$ cat config.mk
export PLATFORM = sky130hd
export DESIGN_NAME = lane_align
export DESIGN_NICKNAME = d
export VERILOG_FILES = /design/src/board_bus_pkg.sv /design/src/lane_align.sv
export SDC_FILE = /design/constraint.sdc
export NUM_CORES = 1
export LEC_CHECK = 0
export BUFFER_PORTS_ARGS = -buffer_cell sky130_fd_sc_hd__buf_2
export CORE_AREA = 2 2 117 119
export DETAILED_ROUTE_END_ITERATION = 10
export DIE_AREA = 0 0 119 121
export SLEW_MARGIN = 25
export SYNTH_ARGS = -nofsm -noshare
export SYNTH_HDL_FRONTEND = slang
export SYNTH_SLANG_ARGS = --single-unit
export TNS_END_PERCENT = 50
$ cat constraint.sdc
create_clock -name vclk -period 2.8
set_clock_uncertainty 0.2 [all_clocks]
set_input_delay 0.14 -clock vclk [all_inputs]
set_output_delay 0.14 -clock vclk [all_outputs]
set_load 0.01 [all_outputs]
$ cat src/board_bus_pkg.sv
`default_nettype none

package board_bus_pkg;

    // bus side widths
    typedef logic [63:0] addr_t;
    typedef logic [63:0] data_t;

    // ram side widths
    typedef logic [31:0] word_t;
    typedef logic [9:0]  ram_index_t;
    typedef logic [3:0]  lane_mask_t;

    // bit 2 set means unsigned load, low bits give the size
    typedef logic [2:0]  ls_type_t;

    // ascii code from the keyboard decoder
    typedef logic [7:0]  key_code_t;

    // size field of ls_type
    localparam logic [1:0] SIZE_BYTE   = 2'd0;
    localparam logic [1:0] SIZE_HALF   = 2'd1;
    localparam logic [1:0] SIZE_WORD   = 2'd2;
    localparam logic [1:0] SIZE_DOUBLE = 2'd3;

    // address map
    localparam addr_t RAM_BASE     = 64'h1000;
    localparam int    RAM_WORDS    = 1024;
    localparam addr_t RAM_LIMIT    = RAM_BASE + addr_t'(RAM_WORDS * 4);
    localparam addr_t KEY_ADDR     = 64'h3000;
    localparam addr_t CONSOLE_ADDR = 64'h3008;

    // one processor request
    typedef struct packed {
        addr_t    addr;
        data_t    wdata;
        ls_type_t ls_type;
        logic     write;
    } bus_req_t;

    typedef enum logic [2:0] {
        IDLE,
        RAM_RD,
        RAM_RD_HI,
        RAM_WR_HI,
        CONSOLE_WAIT,
        RESPOND
    } bus_fsm_state_t;

endpackage

`default_nettype wire

$ cat src/lane_align.sv
`timescale 1ns/1ps
`default_nettype none

module lane_align (
    input  wire board_bus_pkg::bus_req_t beat_req,
    input  wire                          hi_beat,
    input  wire board_bus_pkg::word_t    ram_rdata,
    input  wire board_bus_pkg::word_t    low_word,
    output board_bus_pkg::word_t         store_word,
    output board_bus_pkg::lane_mask_t    store_mask,
    output board_bus_pkg::data_t         load_value
);
    import board_bus_pkg::*;

    logic [1:0] size;
    logic [1:0] offset;
    logic       is_unsigned;
    word_t      shifted;

    assign size        = beat_req.ls_type[1:0];
    assign is_unsigned = beat_req.ls_type[2];
    assign offset      = beat_req.addr[1:0];

    // bring the addressed lane down to bit 0
    assign shifted = ram_rdata >> {offset, 3'b000};

    // store side, copy data to every lane and let the mask pick
    always_comb begin
        case (size)
            SIZE_BYTE: begin
                store_word = {4{beat_req.wdata[7:0]}};
                store_mask = lane_mask_t'(4'b0001 << offset);
            end
            SIZE_HALF: begin
                store_word = {2{beat_req.wdata[15:0]}};
                store_mask = lane_mask_t'(4'b0011 << offset);
            end
            SIZE_WORD: begin
                store_word = beat_req.wdata[31:0];
                store_mask = 4'b1111;
            end
            default: begin
                // double, upper half goes out on the second beat
                store_word = hi_beat ? beat_req.wdata[63:32] : beat_req.wdata[31:0];
                store_mask = 4'b1111;
            end
        endcase
    end

    // load side, sign or zero extend by type
    always_comb begin
        case (size)
            SIZE_BYTE: begin
                load_value = is_unsigned ? data_t'(shifted[7:0])
                                         : {{56{shifted[7]}}, shifted[7:0]};
            end
            SIZE_HALF: begin
                load_value = is_unsigned ? data_t'(shifted[15:0])
                                         : {{48{shifted[15]}}, shifted[15:0]};
            end
            SIZE_WORD: begin
                load_value = is_unsigned ? data_t'(shifted)
                                         : {{32{shifted[31]}}, shifted};
            end
            default: begin
                // high word just read, low word held by the fsm
                load_value = {ram_rdata, low_word};
            end
        endcase
    end

endmodule

`default_nettype wire

## Word-level counts from Yosys, hierarchy flattened

Index checks and enable logic that the tools add are counted.

| storage, ports and cells | value |
|---|---|
| register bits after elaboration | 0 |
| output and inout port bits | 100 |
| logic and storage cells | 13 |
| input port bits | 197 |
| memories kept | 0 |
| bits in read-only memories | 0 |
| memory bits (writable) | 0 |
| latch bits | 0 |

| operators by class | value |
|---|---|
| order comparisons | 0 |
| equality and inequality tests | 2 |
| shifts and indexed selects | 3 |
| $add $sub $neg | 0 |
| divide/modulo/power cells | 0 |
| mux-type cells | 7 |
| reduce and logical (&&, ||, !) cells | 1 |
| bitwise logic cells | 0 |
| $mul | 0 |

Operators with widths:

| cell | number |
|---|---|
| two-way mux 64 bit | 3 |
| case mux 64 bit (3 select lines) | 1 |
| case mux 32 bit (3 select lines) | 1 |
| two-way mux 32 bit | 1 |
| >> shifter 32 x 5 -> 32 bit | 1 |
| case mux 4 bit (2 select lines) | 1 |
| << shifter 1 x 2 -> 4 bit (first input constant) | 1 |
| << shifter 2 x 2 -> 4 bit (first input constant) | 1 |
| equality test 2 x 1 -> 1 bit (second input constant) | 1 |
| equality test 2 bit (second input constant) | 1 |
| zero test 2 bit | 1 |

## Longest topological paths before layout

Gate-level depths: netlist of run 1.

| logic depth | value |
|---|---|
| depth in word-level cells | 3 |
| depth in mapped cells | 7 |

## Worst setup path after synthesis of run 1

OpenSTA, ideal clock, no wires.

| timing | value |
|---|---|
| path kind | input to output |
| start point | in beat_req[1] (netlist name) |
| end point | out load_value[32] |
| setup slack | 1131 ps |
| stages on the path | 7 |
| arrival | 1329 ps |
| data required time | 2460 ps |
| cell sequence | buf_6 -> or3b_1 -> buf_4 -> nor4b_4 -> a21oi_2 -> buf_6 -> nand2_1 |

| between the ends | value |
|---|---|
| longest elaborated chain between the ends | 2 |

RTL lines:

| element | line | source |
|---|---|---|
| start, declared | lane_align.sv:5 | `input wire board_bus_pkg::bus_req_t beat_req,` |
| equality test 2 bit, or another cell as far along | lane_align.sv:52 | `case (size)` |
| case mux 64 bit (3 select lines) * | lane_align.sv:52 |  |
| end, declared | lane_align.sv:11 | `output board_bus_pkg::data_t load_value` |

Mark *: on every way between the ends. The rest lies on a longest branch, timed or not.

## Final worst setup path of run 1

| timing | value |
|---|---|
| start point | in beat_req[69] (netlist name) |
| end point | out load_value[30] |

| between the ends | value |
|---|---|
| longest elaborated chain between the ends | 3 |

RTL lines:

| element | line | source |
|---|---|---|
| >> shifter 32 x 5 -> 32 bit * | lane_align.sv:25 | `assign shifted = ram_rdata >> {offset, 3'b000};` |
| two-way mux 64 bit, on equally long branches | lane_align.sv:62, lane_align.sv:54, lane_align.sv:58 |  |
| case mux 64 bit (3 select lines) * | lane_align.sv:52 |  |

Marks and branches as above.

==> results of run 1 <==
==> stage by stage <==
| step | setup slack (ns) | instances |
|---|---|---|
| floorplan | 1.13 | 359 |
| global placement | 0.582 | 744 |
| detailed placement | 0.578 | 744 |
| CTS | 0.577 | 744 |
| global route | 0.411 | 744 |
| finish | 0.571 | 744 |
==> power by group <==
| part | leakage [nW] | switching [mW] | internal (mW) |
|---|---|---|---|
| Combinational | 1.85 | 0.376 | 0.278 |
| Sequential | 0 | 0 | 0 |
| Clock | 0 | 0 | 0 |
| Total | 1.85 | 0.376 | 0.278 |
==> path summary, 6_finish.rpt <==
check	to	slack, ns	cells past startpoint
worst max-delay path	load_value[30]	0.57	6
worst min-delay path	load_value[34]	0.38	4
==> per-layer routing <==
metal / share of wire / track usage / up-vias / routed length [um]
li1: - / - / 1676 / -
met1: 0.47 / 0.236 / 1527 / 5820
met2: 0.42 / 0.239 / 144 / 5220
met3: 0.10 / 0.0465 / 6 / 1250
met4: 0.0049 / 0.00670 / 0 / 61
met5: 0 / 0 / - / 0
==> critical path: stages <==
cell	delay [ns]
buf_2	0.25
mux4_2	0.59
nand3b_4	0.21
o311a_1	0.42
a21oi_1	0.12
buf_2	0.15
==> final cells by class <==
cell class | instances | area, um2
Fill cell | 1530 | 9770
Timing Repair Buffer | 244 | 1250
Tap cell | 176 | 220
Inverter | 3 | 11.3
Multi-Input combinational cell | 321 | 1840
==> logic make-up after synthesis <==
family | after synthesis
muxes | 33
and+or+nand+nor | 192
AOI/OAI and AO/OA | 95
buffers and inverters | 38
adders and majority gates | 1
==> placed cells by master, fill, tap and decap left out <==
| cell | instances |
|---|---|
| buf_2 | 234 |
| nand2_1 | 127 |
| nor2_1 | 34 |
| a31oi_1 | 31 |
| mux2i_1 | 17 |
| a21oi_1 | 17 |
| o21ai_0 | 17 |
| a211oi_1 | 15 |
| mux2_2 | 15 |
| nor2b_1 | 10 |
| buf_4 | 10 |
| nand3b_1 | 8 |
| o22a_1 | 8 |
| and2_1 | 7 |
| inv_1 | 3 |
| nor2_2 | 2 |
| o211ai_1 | 1 |
| or2_2 | 1 |
| a221oi_1 | 1 |
| or3b_1 | 1 |
| nor4b_4 | 1 |
| a21oi_2 | 1 |
| o21a_1 | 1 |
| mux4_2 | 1 |
| nand3b_4 | 1 |
| o311a_1 | 1 |
| o311ai_4 | 1 |
| maj3_1 | 1 |
| o31ai_1 | 1 |
==> cells in the mapped netlist, types with 6 or more instances <==
cell	instances
nor2b_1	10
a31oi_1	31
o21ai_0	17
and2_1	7
o22a_1	8
mux2i_1	17
a211oi_1	15
nor2_1	35
clkbuf_1	20
mux2_2	15
buf_2	6
a21oi_1	17
nand3b_1	8
nand2_1	127
==> results.tsv, run 1 <==
metric	value	unit
Worst Tran Pin Value	0.822	ns
final hold vios	0	
postcts setup bufs	0	
maximum clock rate	449	MHz
final worst-path cycle share	0.796	
CTS-repair resized insts	0	
Final TNS setup	0	ns
Period minus WS final	2.23	ns
first-pass GRT wire length	18.3	mm
vias in the first global route	3169	
DR vias/cell	4.51	
Overflow after GRT	0	
share of layout cells above drive strength 1	0.470	
Pleak	1.85	nW
Seq/Total Area, Yosys	0	
port buffer count	234	
Syn Nets	556	
Cell Area, Synth	2030	um2
nets@finish	767	
Initial Utilization	0.155	
HP Class	primary input to output port	
Finished Core Util	0.253	
area leader, netlist	nand2_1	
Post-Synthesis Cells	359	
DIE HEIGHT	121	um
status	finished, final reports clean	
Seq. cell area	0	um2
RSZ-0062 raised after global routing	no	
area grow syn2layout	63.6	%
maxcap violations	0	
crit path max fanout	13	
Worst setup EP type	output port	
Synth Area in XOR/XNOR	0	
synth top area cells	nand2_1 24%, a31oi_1 9.6%, mux2i_1 8.4%	
multiplexer share of the synthesized area	0.179	
die width	119	um
synthesized-area fraction occupied by adder cells	0.00494	
complex-gate fraction of the synthesized area	0.308	
Worst EP required	2.46	ns
Final Cell Area	3310	um2
largest family of logic cells by synthesized area	simple AND/OR/NAND/NOR gates	
DP Wirelength	10.1	mm
hold_ws	0.376	ns
die area	14400	um2
PD cells	197	nW/um2
# DRC	0	
Vias	3353	
initial antenna violation count	0	
Yosys top cell area share	0.235	
hold_sp	ram_rdata[2]	
GPL Wtd Cong	0.860	
Crit Path Category	primary input to output port	
Setup-failing EPs final	0	
Tot Pwr	0.654	mW
n_diodes	0	
Worst slew margin	0.451	
final WL	12.4	mm
drt first-iter violations	151	
largest net degree at the start of global routing	42	
WP data arrival	1.89	ns
Cell variety after synth	32	
Synth Warn #	0	
antenna viol nets, final	0	
Core ar.	13100	um2
sequential cells	0	
Tot GR Track Use	0.160	
drt first pass iters	4	
peak supply drop	0.0835	mV
CP Launch Type	primary input	
Rows	42	
CP Launch Point	beat_req[69]	
Clock Buffer Count	0	
syn avg cell area	5.64	um2
simple-gate portion of the synthesized area	0.414	
Post-CTS Hold Buffers	0	
io pins	297	
Area after DPL	3310	um2
wire length per cell	16.6	um
Max Slew Vio Count	0	
No activity file was read; power rests on OpenSTA's default activity.
==> inputs of run 2 (changes only) <==
- CORE_AREA: 2 2 117 119 -> 2 2 115 117
- DIE_AREA: 0 0 119 121 -> 0 0 117 119
- clock period: 2.8 -> 2.1 ns (I/O delays scaled with it)
==> run 2 against run 1 <==
  * Highest routed layer unchanged
  * Final cell count rose by 1.1%
  * Combinational power rose by 33%
  * Worst setup slack got worse by 0.52 ns
  * Design area rose by 3.1%
==> results.tsv, run 2 (synthesis results as in run 1) <==
metric	value	unit
first-pass GRT wire length	16.0	mm
Setup-failing EPs final	0	
sequential cells	0	
HP Class	primary input to output port	
die area	13900	um2
DR vias/cell	4.40	
final hold vios	0	
Initial Utilization	0.157	
area grow syn2layout	68.7	%
Worst EP required	1.79	ns
nets@finish	774	
Worst setup EP type	output port	
Rows	42	
CP max stage delay	0.58	ns
maxcap violations	0	
Hold Path Sink	load_value[7]	
CP Launch Type	primary input	
DP Wirelength	9.13	mm
postcts setup bufs	0	
Period minus WS final	2.05	ns
final WL	11.2	mm
Fillers	1449	
largest net degree at the start of global routing	41	
CTS-repair resized insts	0	
port buffer count	234	
most used cell along the critical path	buf_2	
initial antenna violation count	0	
Core ar.	12900	um2
vias in the first global route	3032	
Crit Path Category	primary input to output port	
Final TNS setup	0	ns
Slowest cell on crit path	mux4_2	
antenna viol nets, final	0	
maximum clock rate	489	MHz
Vias	3312	
dpl ws	0.0291	ns
wire length per cell	14.8	um
DIE HEIGHT	119	um
Pleak	1.90	nW
Overflow after GRT	0	
GPL Wtd Cong	0.759	
PnR worst setup slack	0.0546	ns
number of cells in the finished layout apart from fillers	752	
Critical Path, Cell by Cell	buf_2, mux4_2, nand3b_4, o311ai_4, o22a_1, buf_2	
hold path cells	4	
Worst slew margin	0.573	
io pins	297	
DP Cell Count	751	
drt first-iter violations	109	
PD cells	255	nW/um2
Tot GR Track Use	0.145	
final worst-path cycle share	0.974	
hold_sp	low_word[7]	
Max Slew Vio Count	0	
drt first pass iters	4	
crit path max fanout	10	
Post-CTS Hold Buffers	0	
Clock Buffer Count	0	
Seq. cell area	0	um2
# DRC	0	
peak supply drop	0.0797	mV
WP data arrival	1.74	ns
Worst Tran Pin Value	0.639	ns
die width	117	um
most common cell after layout, fill and taps aside	buf_2	
most frequent cells in the layout	234 x buf_2, 127 x nand2_1, 34 x nor2_1	
RSZ-0062 raised after global routing	no	
share of layout cells above drive strength 1	0.478	
status	finished, final reports clean	
CP Launch Point	beat_req[69]	
-- run 2: cell count changes in the layout (fill, tap and decap cells not counted), sizes merged --
cell	delta
buf	+7
diode	+1
-- run 2: metrics by stage --
stage / hold WS [ns] / utilization / instance area (um2) / power (mW)
2_1_floorplan: 0.121 / - / 2030 / 0.455
6_report: 0.277 / 0.266 / 3420 / 0.873
3_5_place_dp: 0.279 / 0.264 / 3400 / 0.880
3_3_place_gp: 0.278 / 0.264 / 3400 / 0.877
4_1_cts: 0.280 / 0.264 / 3400 / 0.883
5_1_grt: 0.313 / 0.265 / 3420 / 0.967
-- run 2: how the worst max path moves through the flow --
stage                                 to  cells after the start
after floorplan           load_value[32]                      7
after global placement    load_value[19]                      6
after detailed placement  load_value[31]                      6
after CTS                 load_value[30]                      6
after global routing      load_value[19]                      6
final                     load_value[19]                      6
-- run 2: cell type report --
class | count | area (um2) | share of cell area
well taps | 176 | 220 | 0.0644
repair buffers | 251 | 1340 | 0.391
inverters | 3 | 11.3 | 0.00329
diodes | 1 | 2.50 | 0.000732
multi-input cells | 321 | 1850 | 0.541
-- run 2: critical path, delay by kind of cell --
family	cells	cell delay (ns)
muxes	1	0.58
buffers and inverters	2	0.32
AOI/OAI and AO/OA	2	0.52
and+or+nand+nor	1	0.21
-- run 2: layer usage --
layer	routed length (um)	global-route usage
met2	5820	0.300
met1	4460	0.159
met3	803	0.0158
met5	0	0
met4	87	0.0132
-- run 2: power breakdown --
| part | total, mW | switching (mW) | internal [mW] | leakage [nW] |
|---|---|---|---|---|
| Clock | 0.0000000638 | 0 | 0.0000000638 | 0.00000634 |
| Sequential | 0 | 0 | 0 | 0 |
| Combinational | 0.873 | 0.483 | 0.390 | 1.90 |
