File: src/board_bus_pkg.sv
`default_nettype none

package board_bus_pkg;

    // bus side widths
    typedef logic [63:0] addr_t;
    typedef logic [63:0] data_t;

    // ram side widths
    typedef logic [31:0] word_t;
    typedef logic [9:0]  ram_index_t;
    typedef logic [3:0]  lane_mask_t;

    // bit 2 set means unsigned load, low bits give the size
    typedef logic [2:0]  ls_type_t;

    // ascii code from the keyboard decoder
    typedef logic [7:0]  key_code_t;

    // size field of ls_type
    localparam logic [1:0] SIZE_BYTE   = 2'd0;
    localparam logic [1:0] SIZE_HALF   = 2'd1;
    localparam logic [1:0] SIZE_WORD   = 2'd2;
    localparam logic [1:0] SIZE_DOUBLE = 2'd3;

    // address map
    localparam addr_t RAM_BASE     = 64'h1000;
    localparam int    RAM_WORDS    = 1024;
    localparam addr_t RAM_LIMIT    = RAM_BASE + addr_t'(RAM_WORDS * 4);
    localparam addr_t KEY_ADDR     = 64'h3000;
    localparam addr_t CONSOLE_ADDR = 64'h3008;

    // one processor request
    typedef struct packed {
        addr_t    addr;
        data_t    wdata;
        ls_type_t ls_type;
        logic     write;
    } bus_req_t;

    typedef enum logic [2:0] {
        IDLE,
        RAM_RD,
        RAM_RD_HI,
        RAM_WR_HI,
        CONSOLE_WAIT,
        RESPOND
    } bus_fsm_state_t;

endpackage

`default_nettype wire

File: src/key_irq_unit.sv
`timescale 1ns/1ps
`default_nettype none

module key_irq_unit (
    input  wire                           CLOCK_50,
    input  wire                           KEY0,
    input  wire                           key_valid,
    input  wire board_bus_pkg::key_code_t key_code,
    input  wire                           irq_ack,
    output board_bus_pkg::key_code_t      key_latched,
    output logic                          irq
);
    import board_bus_pkg::*;

    logic key_event;

    // zero code is a release or a no-op from the decoder
    assign key_event = key_valid && (key_code != key_code_t'(0));

    always_ff @(posedge CLOCK_50 or negedge KEY0) begin
        if (!KEY0) begin
            key_latched <= '0;
        end else if (key_event) begin
            key_latched <= key_code;
        end
    end

    // new key beats the ack in the same cycle
    always_ff @(posedge CLOCK_50 or negedge KEY0) begin
        if (!KEY0) begin
            irq <= 1'b0;
        end else if (key_event) begin
            irq <= 1'b1;
        end else if (irq_ack) begin
            irq <= 1'b0;
        end
    end

    // processor only acks a raised line
    assert property (@(posedge CLOCK_50) disable iff (!KEY0)
        irq_ack |-> irq);

endmodule

`default_nettype wire

File: config.mk
export PLATFORM = sky130hd
export DESIGN_NAME = key_irq_unit
export DESIGN_NICKNAME = d
export VERILOG_FILES = /design/src/board_bus_pkg.sv /design/src/key_irq_unit.sv
export SDC_FILE = /design/constraint.sdc
export NUM_CORES = 1
export LEC_CHECK = 0
export BUFFER_PORTS_ARGS = -buffer_cell sky130_fd_sc_hd__buf_2
export CAP_MARGIN = 20
export CORE_AREA = 2 2 39 41
export CTS_BUF_LIST = sky130_fd_sc_hd__clkbuf_8
export DETAILED_ROUTE_END_ITERATION = 16
export DIE_AREA = 0 0 41 43
export PLACE_DENSITY = 0.49
export SYNTH_ARGS = -nofsm -noshare
export SYNTH_HDL_FRONTEND = slang
export SYNTH_SLANG_ARGS = --single-unit
export TNS_END_PERCENT = 20
File: constraint.sdc
create_clock -name CLOCK_50 -period 0.8 [get_ports CLOCK_50]
set_input_delay 0.08 -clock CLOCK_50 [delete_from_list [all_inputs] [get_ports CLOCK_50]]
set_output_delay 0.08 -clock CLOCK_50 [all_outputs]
set_load 0.05 [all_outputs]
Yosys cells after proc, flatten, opt, wreduce, memory -nomap -nowiden
Cells that the tools add are included.
- register bits: 9
- bits in latches: 0
- bits in writable memories: 0
- memory bits (read-only): 0
- input port bits: 12
- logic and storage cells: 7
- memories: 0
- add/sub/neg operators: 0
- multipliers: 0
- divide/modulo/power cells: 0
- $lt $le $gt $ge: 0
- eq/ne operators: 0
- shift operators: 0
- mux-type cells: 2
- bitwise operators: 0
- reduce and logical (&&, ||, !) cells: 3
- operators by type and width (cell ; count):
    8-bit nonzero test ; 1
    1-bit two-way mux ; 2
    2-bit nonzero test ; 1
    1-bit logical AND ; 1

Logic depth before layout (Yosys ltp)
Gate-level depths: netlist of the first run.
- depth after elaboration: 3
- gate-level depth with buffers: 3
- gate-level depth less buffers: 3

Least setup slack after synthesis of the first run
Ideal clock, no wire load.
- kind: input -> register
- from: input key_code[1]
- to: register irq
- setup time: 137 ps
- data arrival time: 945 ps
- required time: 663 ps
- slack: -282 ps
- stages: 3
- cells stage by stage: or4_4 -> o21ai_4 -> o21ai_0
- cells in the longest elaborated chain, start to end: 3
- ends and longest elaborated chain (element ; line ; text):
    from (decl) ; key_irq_unit.sv:8 ; input wire board_bus_pkg::key_code_t key_code,
    8-bit nonzero test * ; key_irq_unit.sv:18 ; assign key_event = key_valid && (key_code != key_code_t'(0));
    1-bit logical AND * ; key_irq_unit.sv:18 ;
    1-bit two-way mux / 2-bit nonzero test (equally long branches) ; -- ;
    to (signal assigned) ; key_irq_unit.sv:31 ; irq <= 1'b0;
    to (signal assigned) ; key_irq_unit.sv:33 ; irq <= 1'b1;
    to (signal assigned) ; key_irq_unit.sv:35 ; irq <= 1'b0;
    to (decl) ; key_irq_unit.sv:11 ; output logic irq
Every way passes the cells marked *; elsewhere a longest branch is shown, timed or not.
A chain may end at the register's enable or synchronous reset.

Worst setup path after layout of the first run
- from: input key_code[3]
- to: register key_latched[6]
- cells in the longest elaborated chain, start to end: 2
- ends and longest elaborated chain (element ; line ; text):
    8-bit nonzero test ; key_irq_unit.sv:18 ;
    1-bit logical AND ; key_irq_unit.sv:18 ;
    to (signal assigned) ; key_irq_unit.sv:24 ; key_latched <= key_code;
    to (decl) ; key_irq_unit.sv:10 ; output board_bus_pkg::key_code_t key_latched,
No other way between the ends.

==> metrics.md, run 1 <==
| Metric | Value |
|---|---|
| Clk sink count | 9 |
| GRT Resource Usage Total | 13.3% |
| Global-route wire length before repair | 1520 um |
| DR vias | 326 |
| Area grow syn2layout | 90.6% |
| Placed Cells incl. Taps | 62 |
| Die width | 41 um |
| Cell area power density | 2140 mW/mm^2 |
| Fin. Hold Viols | 0 |
| Final WL | 975 um |
| Worst setup margin | -0.172 ns |
| Final Cycle Share | 121% |
| Reg2Reg Depth | 1 |
| First DRT Iteration DRCs | 2 |
| Layout Cells excl Fill | 70 |
| Critical R2R Launch | key_latched[6] |
| Critical Path End | key_latched[6] |
| Initial antenna violation count | 0 |
| Arr. time, crit path | 1.13 ns |
| Slew headroom | 84.5% |
| Sequential Power Share | 37.5% |
| DRC violations left | 0 |
| Status | finished with violations |
| Max-Cap Viols | 0 |
| Hold Crit Class | primary input to flip-flop |
| Post-synth design cell area | 347 um^2 |
| Worst hold start | irq_ack |
| Levels on crit path | 4 |
| Sw power | 0.417 mW |
| Layout cells sized above 1 | 61.1% |
| Slew @ Worst Pin | 0.233 ns |
| CTS Root Cell | clkbuf_8 |
| Total CTS buffers | 3 |
| Worst setup slack after placement | -0.462 ns |
| Syn avg cell area | 15.1 um^2 |
| Switching Share | 29.5% |
| Number of synthesis warnings | 0 |
| CTS clk-pin slew, worst paths | 0.04 ns |
| Die height | 43 um |
| Synthesized net count | 35 |
| Port-buffer cells | 20 |
| FF+latch count, synth | 9 |
| Crit path capture type | flip-flop |
| CTS tree | yes |
| Clock Path Buffers | 2 |
| Fin Clk Skew | 0 ns |
| Critical Path RT | 0.96 ns |
| Buf/Inv on CP | 1 |
| Clk_lat worst skew | 0.23 ns |
| Initial Utilization | 25.0% |
| Delay-heaviest family, CP | simple AND/OR/NAND/NOR gates |
| ANT nets after route | 0 |
| Fmax | 1030 MHz |
| Vias per inst | 4.66 |
| Post-Syn Instances | 23 |
| FP Rows | 14 |
| CP startpoint kind | primary input |
| Post-DP HPWL | 662 um |
| Unique masters post-synth | 7 |
| Leak | 0.325 nW |
| Combinational power share | 27.0% |
| Crit path cell chain | buf_6 -> or4_4 -> o21ai_4 -> a22o_1 |
| Multi-input gate area | 130 um^2 |
| Finish-stage setup viols | 18 |
| Worst setup path startpoint | key_code[3] |
| Nets@finish | 67 |
| TritonRoute pass-1 iters | 4 |
| Failing checks | setup timing |
| RSZ-0062 raised after global routing | yes |
| I/O pins | 21 |
| Seq/Total Area, Yosys | 65.0% |
| R2r setup slk | 0.08 ns |
| Kind of critical path | primary input to flip-flop |
| Reg2reg end | key_latched[6] |
| Clock power share | 35.5% |
| WL per Instance | 13.9 um |
| Critical Path Max Stage Delay | 0.56 ns |
| Slowest cell on the critical path | or4_4 |
| Final min period | 0.972 ns |
| Final Max Slew Viols | 0 |
| Core area | 0.00138 mm^2 |
| Largest net degree at the start of global routing | 11 |
| Maximum vdd drop | 1.08 mV |
| Die ar. | 0.00176 mm^2 |
| Vias in the first global route | 355 |
| N_diodes | 0 |
| Htree depth | 1 |
| FILL cells | 135 |
| Routability cong. | 0.626 |
| Global route overflow | 0 |
| Register area | 225 um^2 |
| Worst Path Max Fanout | 5 |
| Pint | 0.994 mW |
[how the worst min path moves through the flow]
stage,end,depth (start not counted),slack (ns)
2_1_floorplan,irq,0,-0.22
3_3_place_gp,key_latched[4],1,-0.06
3_5_place_dp,key_latched[1],1,-0.06
4_1_cts,irq,2,0.02
5_1_grt,irq,2,0.04
6_report,irq,2,0.03
[power by group through the flow]
stage / combinational [mW] / clock [mW] / sequential, mW
floorplan: 0.0541 / 0 / 0.665
global placement: 0.301 / 0 / 0.523
detailed placement: 0.305 / 0 / 0.523
CTS: 0.365 / 0.522 / 0.528
global route: 0.404 / 0.551 / 0.533
finish: 0.381 / 0.501 / 0.528
[cell usage after synthesis]
| cell | number | share of area, % |
|---|---|---|
| o21ai_0 | 1 | 1.4 |
| or4_4 | 2 | 6.5 |
| inv_1 | 1 | 1.1 |
| a22o_1 | 8 | 20 |
| dfrtp_1 | 9 | 65 |
| clkbuf_1 | 1 | 1.1 |
| o21ai_4 | 1 | 4.7 |
[layout make-up]
class,count,share of cell area (%)
timing repair buffer,27,35.8
sequential,9,34.1
multi-input combinational,13,19.7
clock buffer,3,6.25
tap,16,3.03
clock inverter,1,0.568
inverter,1,0.568
[registers in the layout (all words and copies together), names as in the netlist]
signal,count
irq,1
key_latched,8
[repair_timing]
item	in CTS	in global routing
pin swaps	3	6
buffers inserted	0	2
gates cloned	1	0
hold buffers	1	0
endpoints found under the hold margin	9	0
resized for setup	19	4
setup endpoints to repair	18	18
[logic make-up after synthesis]
family                 after synthesis  synth area share, %
AOI/OAI and AO/OA                   10                 26.4
DFF                                  9                 65.0
and+or+nand+nor                      2                 6.50
buffers and inverters                2                 2.16
[layout by cell type, fill, tap and decap left out, drive strengths merged]
master        n
dlygate4sd3   1
or4           2
a22o          8
clkbuf        3
inv           2
dfrtp         9
buf          26
o21ai         3
[metrics by stage]
step	utilization [%]	hold WS, ns	instance area [um^2]	power, mW	TNS, ns
after floorplan	-	-0.216	347	0.719	-2.30
after global placement	35.6	-0.0625	493	0.824	-3.76
after detailed placement	35.6	-0.0553	493	0.828	-4.03
after CTS	44.8	0.0210	619	1.42	-1.97
after global routing	47.7	0.0389	661	1.49	-2.25
final	47.7	0.0262	661	1.41	-1.80
[per-layer routing]
metal,track usage (%),vias up,part of all wire [%]
li1,-,153,-
met1,16.0,154,40
met2,20.0,19,48
met3,3.66,0,11
met4,8.00,0,0
met5,0,-,0
(Power assumes the default switching activity.)
==> run 2, diff against run 1 <==
--- a/config.mk
+++ b/config.mk
@@ -5,13 +5,13 @@
 export SDC_FILE = /design/constraint.sdc
 export NUM_CORES = 1
 export LEC_CHECK = 0
+export ABC_AREA = 1
 export BUFFER_PORTS_ARGS = -buffer_cell sky130_fd_sc_hd__buf_2
 export CAP_MARGIN = 20
-export CORE_AREA = 2 2 39 41
+export CORE_UTILIZATION = 30
 export CTS_BUF_LIST = sky130_fd_sc_hd__clkbuf_8
 export DETAILED_ROUTE_END_ITERATION = 16
-export DIE_AREA = 0 0 41 43
-export PLACE_DENSITY = 0.49
+export PLACE_DENSITY = 0.53
 export SYNTH_ARGS = -nofsm -noshare
 export SYNTH_HDL_FRONTEND = slang
 export SYNTH_SLANG_ARGS = --single-unit
==> run 2 against run 1 <==
Effect of this change: the run still ends with setup timing left; first-iteration DRC count increased by 100%; area after synthesis grew 18%; combinational power decreased by 7.3%; count of clock-buffer cells in the layout is the same; critical path type is now flip-flop to primary output; clock skew is the same; via count rose by 23%; largest cell class is now flip-flops and latches.
==> metrics.md, run 2 <==
| Metric | Value |
|---|---|
| Status | finished with violations (unchanged) |
| Failing checks | setup timing (unchanged) |
| Critical Path RT | 0.72 ns (was 0.96 ns) |
| Post-DP HPWL | 676 um (was 662 um) |
| N_diodes | 0 (unchanged) |
| Global-route wire length before repair | 1500 um (was 1520 um) |
| Placement Cell Area | 522 um^2 (was 493 um^2) |
| Max-Cap Viols | 0 (unchanged) |
| Post-synthesis compound-gate area fraction | 5.21% (was 26.4%) |
| First DRT Iteration DRCs | 4 (was 2) |
| TritonRoute pass-1 iters | 4 (unchanged) |
| WL per Instance | 10.5 um (was 13.9 um) |
| FILL cells | 116 (was 135) |
| Leak | 0.345 nW (was 0.325 nW) |
| Maximum vdd drop | 1.15 mV (was 1.08 mV) |
| Placed Cells incl. Taps | 83 (was 62) |
| ANT nets after route | 0 (unchanged) |
| Finish-stage setup viols | 9 (was 18) |
| Delay-heaviest family, CP | flip-flops (was simple AND/OR/NAND/NOR gates) |
| Routability cong. | 0.705 (was 0.626) |
| Post-layout util | 53.4% (was 47.7%) |
| Synthesized net count | 62 (was 35) |
| CP startpoint kind | flip-flop (was primary input) |
| Post-synth design cell area | 408 um^2 (was 347 um^2) |
| FP Rows | 12 (was 14) |
| Crit path capture type | primary output (was flip-flop) |
| Clk_lat worst skew | 0.23 ns (about the same) |
| Total CTS buffers | 3 (unchanged) |
| Post-synthesis mux area share | 0% (unchanged) |
| I/O pins | 21 (unchanged) |
| Final Max Slew Viols | 0 (unchanged) |
| Largest net degree at the start of global routing | 10 (was 11) |
| CTS clk-pin slew, worst paths | 0.04 ns (about the same) |
| Vias in the first global route | 368 (was 355) |
| Critical Path Max Stage Delay | 0.39 ns (was 0.56 ns) |
| Area grow syn2layout | 55.2% (was 90.6%) |
| Unique masters post-synth | 10 (was 7) |
| Commonest non-fill, non-tap cell in the layout | nand2_1 (was buf_6) |
| Largest regs | key_latched x8, irq x1 (unchanged) |
| Layout Cells excl Fill | 88 (was 70) |
| Hold WS | 0.0289 ns (was 0.0262 ns) |
| Commonest cells in the netlist | nand2_1 (21), dfrtp_1 (9), nand3_1 (7), inv_1 (4), nor2_1 (4) (was dfrtp_1 (9), a22o_1 (8), or4_4 (2)) |
| Vias per inst | 4.56 (was 4.66) |
| Register bank with the most flops | key_latched (unchanged) |
| Worst Path Max Fanout | 2 (was 5) |
| Register area | 226 um^2 (was 225 um^2) |
| Die ar. | 0.00151 mm^2 (was 0.00176 mm^2) |
| Final min period | 0.862 ns (was 0.972 ns) |
| Max reg flops | 8 (unchanged) |
| Seq/Total Area, Yosys | 55.2% (was 65.0%) |
| Post-Syn Instances | 50 (was 23) |
| Multi-input gate area | 163 um^2 (was 130 um^2) |
| Core area | 0.00119 mm^2 (was 0.00138 mm^2) |
| Initial antenna violation count | 0 (unchanged) |
| Largest family of logic cells by synthesized area | simple AND/OR/NAND/NOR gates (was compound AO/OA/AOI/OAI gates) |
| Fmax | 1160 MHz (was 1030 MHz) |
| Initial Utilization | 34.4% (was 25.0%) |
| Dominant cells by area after synthesis | dfrtp_1 (55%), nand2_1 (19%), nand3_1 (8.6%) (was dfrtp_1 (65%), a22o_1 (20%), or4_4 (6.5%)) |
| Hold Crit Class | primary input to flip-flop (unchanged) |
| Die width | 38.9 um (was 41 um) |
| Kind of critical path | flip-flop to primary output (was primary input to flip-flop) |
| CTS tree | yes (unchanged) |
| Slew headroom | 82.1% (was 84.5%) |
| Worst setup margin | -0.0623 ns (was -0.172 ns) |
| Most frequent cells in the layout | nand2_1 (21), buf_2 (11), buf_6 (9) (was buf_6 (13), dfrtp_1 (9), a22o_1 (8)) |
| Post-synth EDFFs | 0 (unchanged) |
| Number of synthesis warnings | 0 (unchanged) |
| Htree depth | 1 (unchanged) |
| Top-count cell post-synth | nand2_1 (was dfrtp_1) |
| Global route overflow | 0 (unchanged) |
| Slowest cell on the critical path | dfrtp_1 (was or4_4) |
| Most used DFF post-synth | dfrtp_1 (unchanged) |
| CTS Root Cell | clkbuf_8 (unchanged) |
| Die height | 38.9 um (was 43 um) |
| Top cell type's share of synthesized area | 55.2% (was 65.0%) |
| Clk sink count | 9 (unchanged) |
| Fin. Hold Viols | 0 (unchanged) |
| Arr. time, crit path | 0.78 ns (was 1.13 ns) |
| XOR/XNOR share of the synthesized area | 0% (unchanged) |
| FF+latch count, synth | 9 (unchanged) |
| Adder-cell area share of the yosys netlist | 0% (unchanged) |
| Cell area power density | 2200 mW/mm^2 (was 2140 mW/mm^2) |
| Final Cycle Share | 108% (was 121%) |
| DR vias | 401 (was 326) |
| Crit path cell chain | buf_6 (was buf_6 -> or4_4 -> o21ai_4 -> a22o_1) |
| Syn avg cell area | 8.16 um^2 (was 15.1 um^2) |
| GRT Resource Usage Total | 16.0% (was 13.3%) |
| Pwr Total | 1.39 mW (was 1.41 mW) |
| Buf/Inv on CP | 1 (unchanged) |
| Async set-reset flop share out of synthesis | 100% (unchanged) |
| R2r setup slk | 0.16 ns (was 0.08 ns) |
| Fin Clk Skew | 0 ns (unchanged) |
| Slew @ Worst Pin | 0.268 ns (was 0.233 ns) |
| Clock Path Buffers | 2 (unchanged) |
| Final WL | 924 um (was 975 um) |
| Layout cells sized above 1 | 35.1% (was 61.1%) |
| DRC violations left | 0 (unchanged) |
| RSZ-0062 raised after global routing | yes (unchanged) |
| Cell area after layout | 633 um^2 (was 661 um^2) |
| Simple logic cell fraction of the synthesized area | 34.7% (was 6.50%) |
| Total negative slack | -0.484 ns (was -1.80 ns) |
| Area leader, netlist | dfrtp_1 (unchanged) |
| Nets@finish | 87 (was 67) |
| Worst setup slack after placement | -0.189 ns (was -0.462 ns) |
| Port-buffer cells | 20 (unchanged) |
==> run 2: cell types whose count changed in the layout (fill, tap and decap cells not counted), moves of 2 or more <==
cell	change
a22o_1	-8
buf_2	+4
buf_4	-6
buf_6	-4
inv_1	+3
nand2_1	+21
nand3_1	+7
nor2_1	+4
or4_4	-2
==> run 2: cell families after synthesis <==
| kind of cell | count (synthesis) |
|---|---|
| compound gates | 2 |
| buf+inv | 5 |
| flops | 9 |
| simple gates | 34 |
==> run 2: layer usage <==
layer	part of all wire, %	vias up	GRT usage (%)
li1	-	203	-
met1	46	177	18.5
met2	44	21	23.8
met3	9.6	0	10.4
met4	0	0	5.17
met5	0	-	0
==> run 2: timing repair <==
action | 4_1_cts | 5_1_grt
setup endpoints to repair | 9 | 9
endpoints found under the hold margin | 9 | 0
hold buffers | 1 | 0
gates cloned | 0 | 0
setup buffers | 0 | 0
resized for setup | 18 | 0
==> run 2: where the power goes <==
| part | switching [mW] | internal (mW) | leakage, nW |
|---|---|---|---|
| sequential | 0.0285 | 0.498 | 0.107 |
| combinational | 0.226 | 0.127 | 0.211 |
| clock | 0.179 | 0.334 | 0.0269 |
==> run 2: worst paths after layout <==
path / startpoint / cells past startpoint / end
setup reg to reg: irq / 2 / irq
hold reg to reg: key_latched[7] / 2 / key_latched[7]
hold / removal: irq_ack / 2 / irq
max in group asynchronous: KEY0 / 2 / irq
setup / recovery: key_latched[2] / 1 / key_latched[2]
min in group asynchronous: KEY0 / 2 / key_latched[1]
==> run 2: layout make-up <==
type / instances / area share [%]
clock inverters: 1 / 0.593
well taps: 14 / 2.77
flip-flops and latches: 9 / 35.8
clock buffers: 3 / 6.52
multi-input cells: 36 / 25.7
repair buffers: 21 / 26.3
inverters: 4 / 2.37
==> run 3, diff against run 2 <==
==> constraint.sdc (replaced) <==
create_clock -name CLOCK_50 -period 1.01 [get_ports CLOCK_50]
set_input_delay 0.101 -clock CLOCK_50 [delete_from_list [all_inputs] [get_ports CLOCK_50]]
set_output_delay 0.101 -clock CLOCK_50 [all_outputs]
set_load 0.05 [all_outputs]
==> run 3 against run 2 <==
Effect of this change: clock power fell by 21%; die area did not move; the run now ends clean; worst setup slack improved by 0.14 ns; critical path type unchanged; count of clock-buffer cells in the layout did not move; critical endpoint is now key_latched[7]; sequential cell count did not move; cell count did not move; via count fell by 1.5%; largest power group unchanged; design area fell by 9.1%.
==> metrics.md, run 3 (synthesis gave the netlist of run 2 again) <==
| Metric | Value |
|---|---|
| First DRT Iteration DRCs | 17 (was 4) |
| Total negative slack | 0 ns (was -0.484 ns) |
| Initial Utilization | 34.4% (unchanged) |
| CTS Root Cell | clkbuf_8 (unchanged) |
| WL per Instance | 10.2 um (was 10.5 um) |
| Slew @ Worst Pin | 0.273 ns (was 0.268 ns) |
| DR vias | 395 (was 401) |
| Leak | 0.329 nW (was 0.345 nW) |
| DRC violations left | 0 (unchanged) |
| R2r setup slk | 0.41 ns (was 0.16 ns) |
| Die width | 38.9 um (unchanged) |
| Critical Path RT | 0.91 ns (was 0.72 ns) |
| Fmax | 1070 MHz |
| Arr. time, crit path | 0.83 ns (was 0.78 ns) |
| CP startpoint kind | flip-flop (unchanged) |
| Hold Crit Class | primary input to flip-flop (unchanged) |
| Nets@finish | 87 (unchanged) |
| Buf/Inv on CP | 1 (unchanged) |
| FP Rows | 12 (unchanged) |
| Worst setup slack after placement | 0.0182 ns (was -0.189 ns) |
| Clock Path Buffers | 2 (unchanged) |
| Register bank with the most flops | key_latched (unchanged) |
| GRT Resource Usage Total | 13.9% (was 16.0%) |
| Htree depth | 1 (unchanged) |
| Die height | 38.9 um (unchanged) |
| Reg2Reg Depth | 2 (unchanged) |
| Critical Path Max Stage Delay | 0.34 ns (was 0.39 ns) |
| Most frequent cells in the layout | nand2_1 (21), buf_2 (20), dfrtp_1 (9) (was nand2_1 (21), buf_2 (11), buf_6 (9)) |
| I/O pins | 21 (unchanged) |
| Core area | 0.00119 mm^2 (unchanged) |
| N_diodes | 0 (unchanged) |
| Layout cells sized above 1 | 33.8% (was 35.1%) |
| Kind of critical path | flip-flop to primary output (unchanged) |
| Delay-heaviest family, CP | flip-flops (unchanged) |
| Die ar. | 0.00151 mm^2 (unchanged) |
| Final Cycle Share | 92.5% |
| CTS tree | yes (unchanged) |
| Max-Cap Viols | 0 (unchanged) |
| Slowest cell on the critical path | dfrtp_1 (unchanged) |
| Clk_lat worst skew | 0.23 ns (about the same) |
| Routability cong. | 0.757 (was 0.705) |
| Crit path capture type | primary output (unchanged) |
| Largest net degree at the start of global routing | 10 (unchanged) |
| Area grow syn2layout | 41.1% (was 55.2%) |
| Layout Cells excl Fill | 88 (unchanged) |
| ANT nets after route | 0 (unchanged) |
| Commonest non-fill, non-tap cell in the layout | nand2_1 (unchanged) |
| Largest regs | key_latched x8, irq x1 (unchanged) |
| Vias in the first global route | 324 (was 368) |
| Worst setup path startpoint | key_latched[7] (was key_latched[2]) |
| Placed Cells incl. Taps | 83 (unchanged) |
| Maximum vdd drop | 0.739 mV (was 1.15 mV) |
| Fin. Hold Viols | 0 (unchanged) |
| RSZ-0062 raised after global routing | no (was yes) |
| Crit path cell chain | buf_2 (was buf_6) |
| Total CTS buffers | 3 (unchanged) |
| Levels on crit path | 1 (unchanged) |
| Slew headroom | 81.7% (was 82.1%) |
| Max reg flops | 8 (unchanged) |
| Reg2reg end | irq (unchanged) |
| Final min period | 0.934 ns |
| Worst setup margin | 0.0762 ns (was -0.0623 ns) |
| Critical Path End | key_latched[7] (was key_latched[2]) |
| Initial antenna violation count | 0 (unchanged) |
| Status | finished, final reports clean (was finished with violations) |
| Fin Clk Skew | 0 ns (unchanged) |
| Clk sink count | 9 (unchanged) |
| CTS clk-pin slew, worst paths | 0.05 ns (was 0.04 ns) |
| Port-buffer cells | 20 (unchanged) |
| Vias per inst | 4.49 (was 4.56) |
| Finish-stage setup viols | 0 (was 9) |
| Final WL | 899 um (was 924 um) |
| Final Max Slew Viols | 0 (unchanged) |
| FILL cells | 135 (was 116) |
| Post-DP HPWL | 676 um (about the same) |
| Worst Path Max Fanout | 2 (unchanged) |
| Global-route wire length before repair | 1350 um (was 1500 um) |
| Cell area power density | 1830 mW/mm^2 (was 2200 mW/mm^2) |
| TritonRoute pass-1 iters | 4 (unchanged) |
| Global route overflow | 0 (unchanged) |
| Critical R2R Launch | irq (unchanged) |
## run 3: timing repair
item / 4_1_cts / 5_1_grt
endpoints found under the hold margin: 9 / 0
hold buffers: 1 / 0
resized for setup: 0 / 0
setup buffers: 0 / 0
## run 3: cell type report
cell class	instances	area [um^2]	share of cell area (%)
Clock inverter	1	3.75	0.652
Clock buffer	3	41.3	7.17
Multi-Input combinational cell	36	163	28.3
Timing Repair Buffer	21	110	19.1
Sequential cell	9	225	39.1
Tap cell	14	17.5	3.04
Inverter	4	15.0	2.61
## run 3: worst min path at each step
stage / startpoint / endpoint / slack, ns / cells after the start
floorplan: KEY0 / irq / -0.19 / 0
global placement: KEY0 / irq / -0.03 / 1
detailed placement: KEY0 / key_latched[6] / -0.04 / 1
CTS: irq_ack / irq / 0.06 / 2
global route: irq_ack / irq / 0.06 / 2
finish: irq_ack / irq / 0.06 / 2
## run 3: where the power goes
group / total (mW) / leakage (nW) / internal (mW) / switching, mW
combinational: 0.241 / 0.194 / 0.0620 / 0.179
sequential: 0.408 / 0.108 / 0.393 / 0.0144
clock: 0.405 / 0.0269 / 0.265 / 0.141
## run 3: per-stage QoR
step | power (mW) | utilization (%) | hold slack [ns] | area, um^2
finish | 1.05 | 48.5 | 0.0559 | 576
global route | 1.10 | 48.5 | 0.0625 | 576
CTS | 1.06 | 48.5 | 0.0572 | 576
detailed placement | 0.654 | 43.9 | -0.0350 | 520
global placement | 0.653 | 43.9 | -0.0324 | 520
floorplan | 0.579 | - | -0.195 | 408
## run 3: routing by layer
layer | wire, um | share of wire [%] | vias to the layer above | GRT usage [%]
met1 | 418 | 46 | 177 | 17.3
met4 | 8 | 0.89 | 0 | 7.76
li1 | - | - | 202 | -
met5 | 0 | 0 | - | 0
met2 | 391 | 43 | 14 | 19.2
met3 | 82 | 9.1 | 2 | 6.94
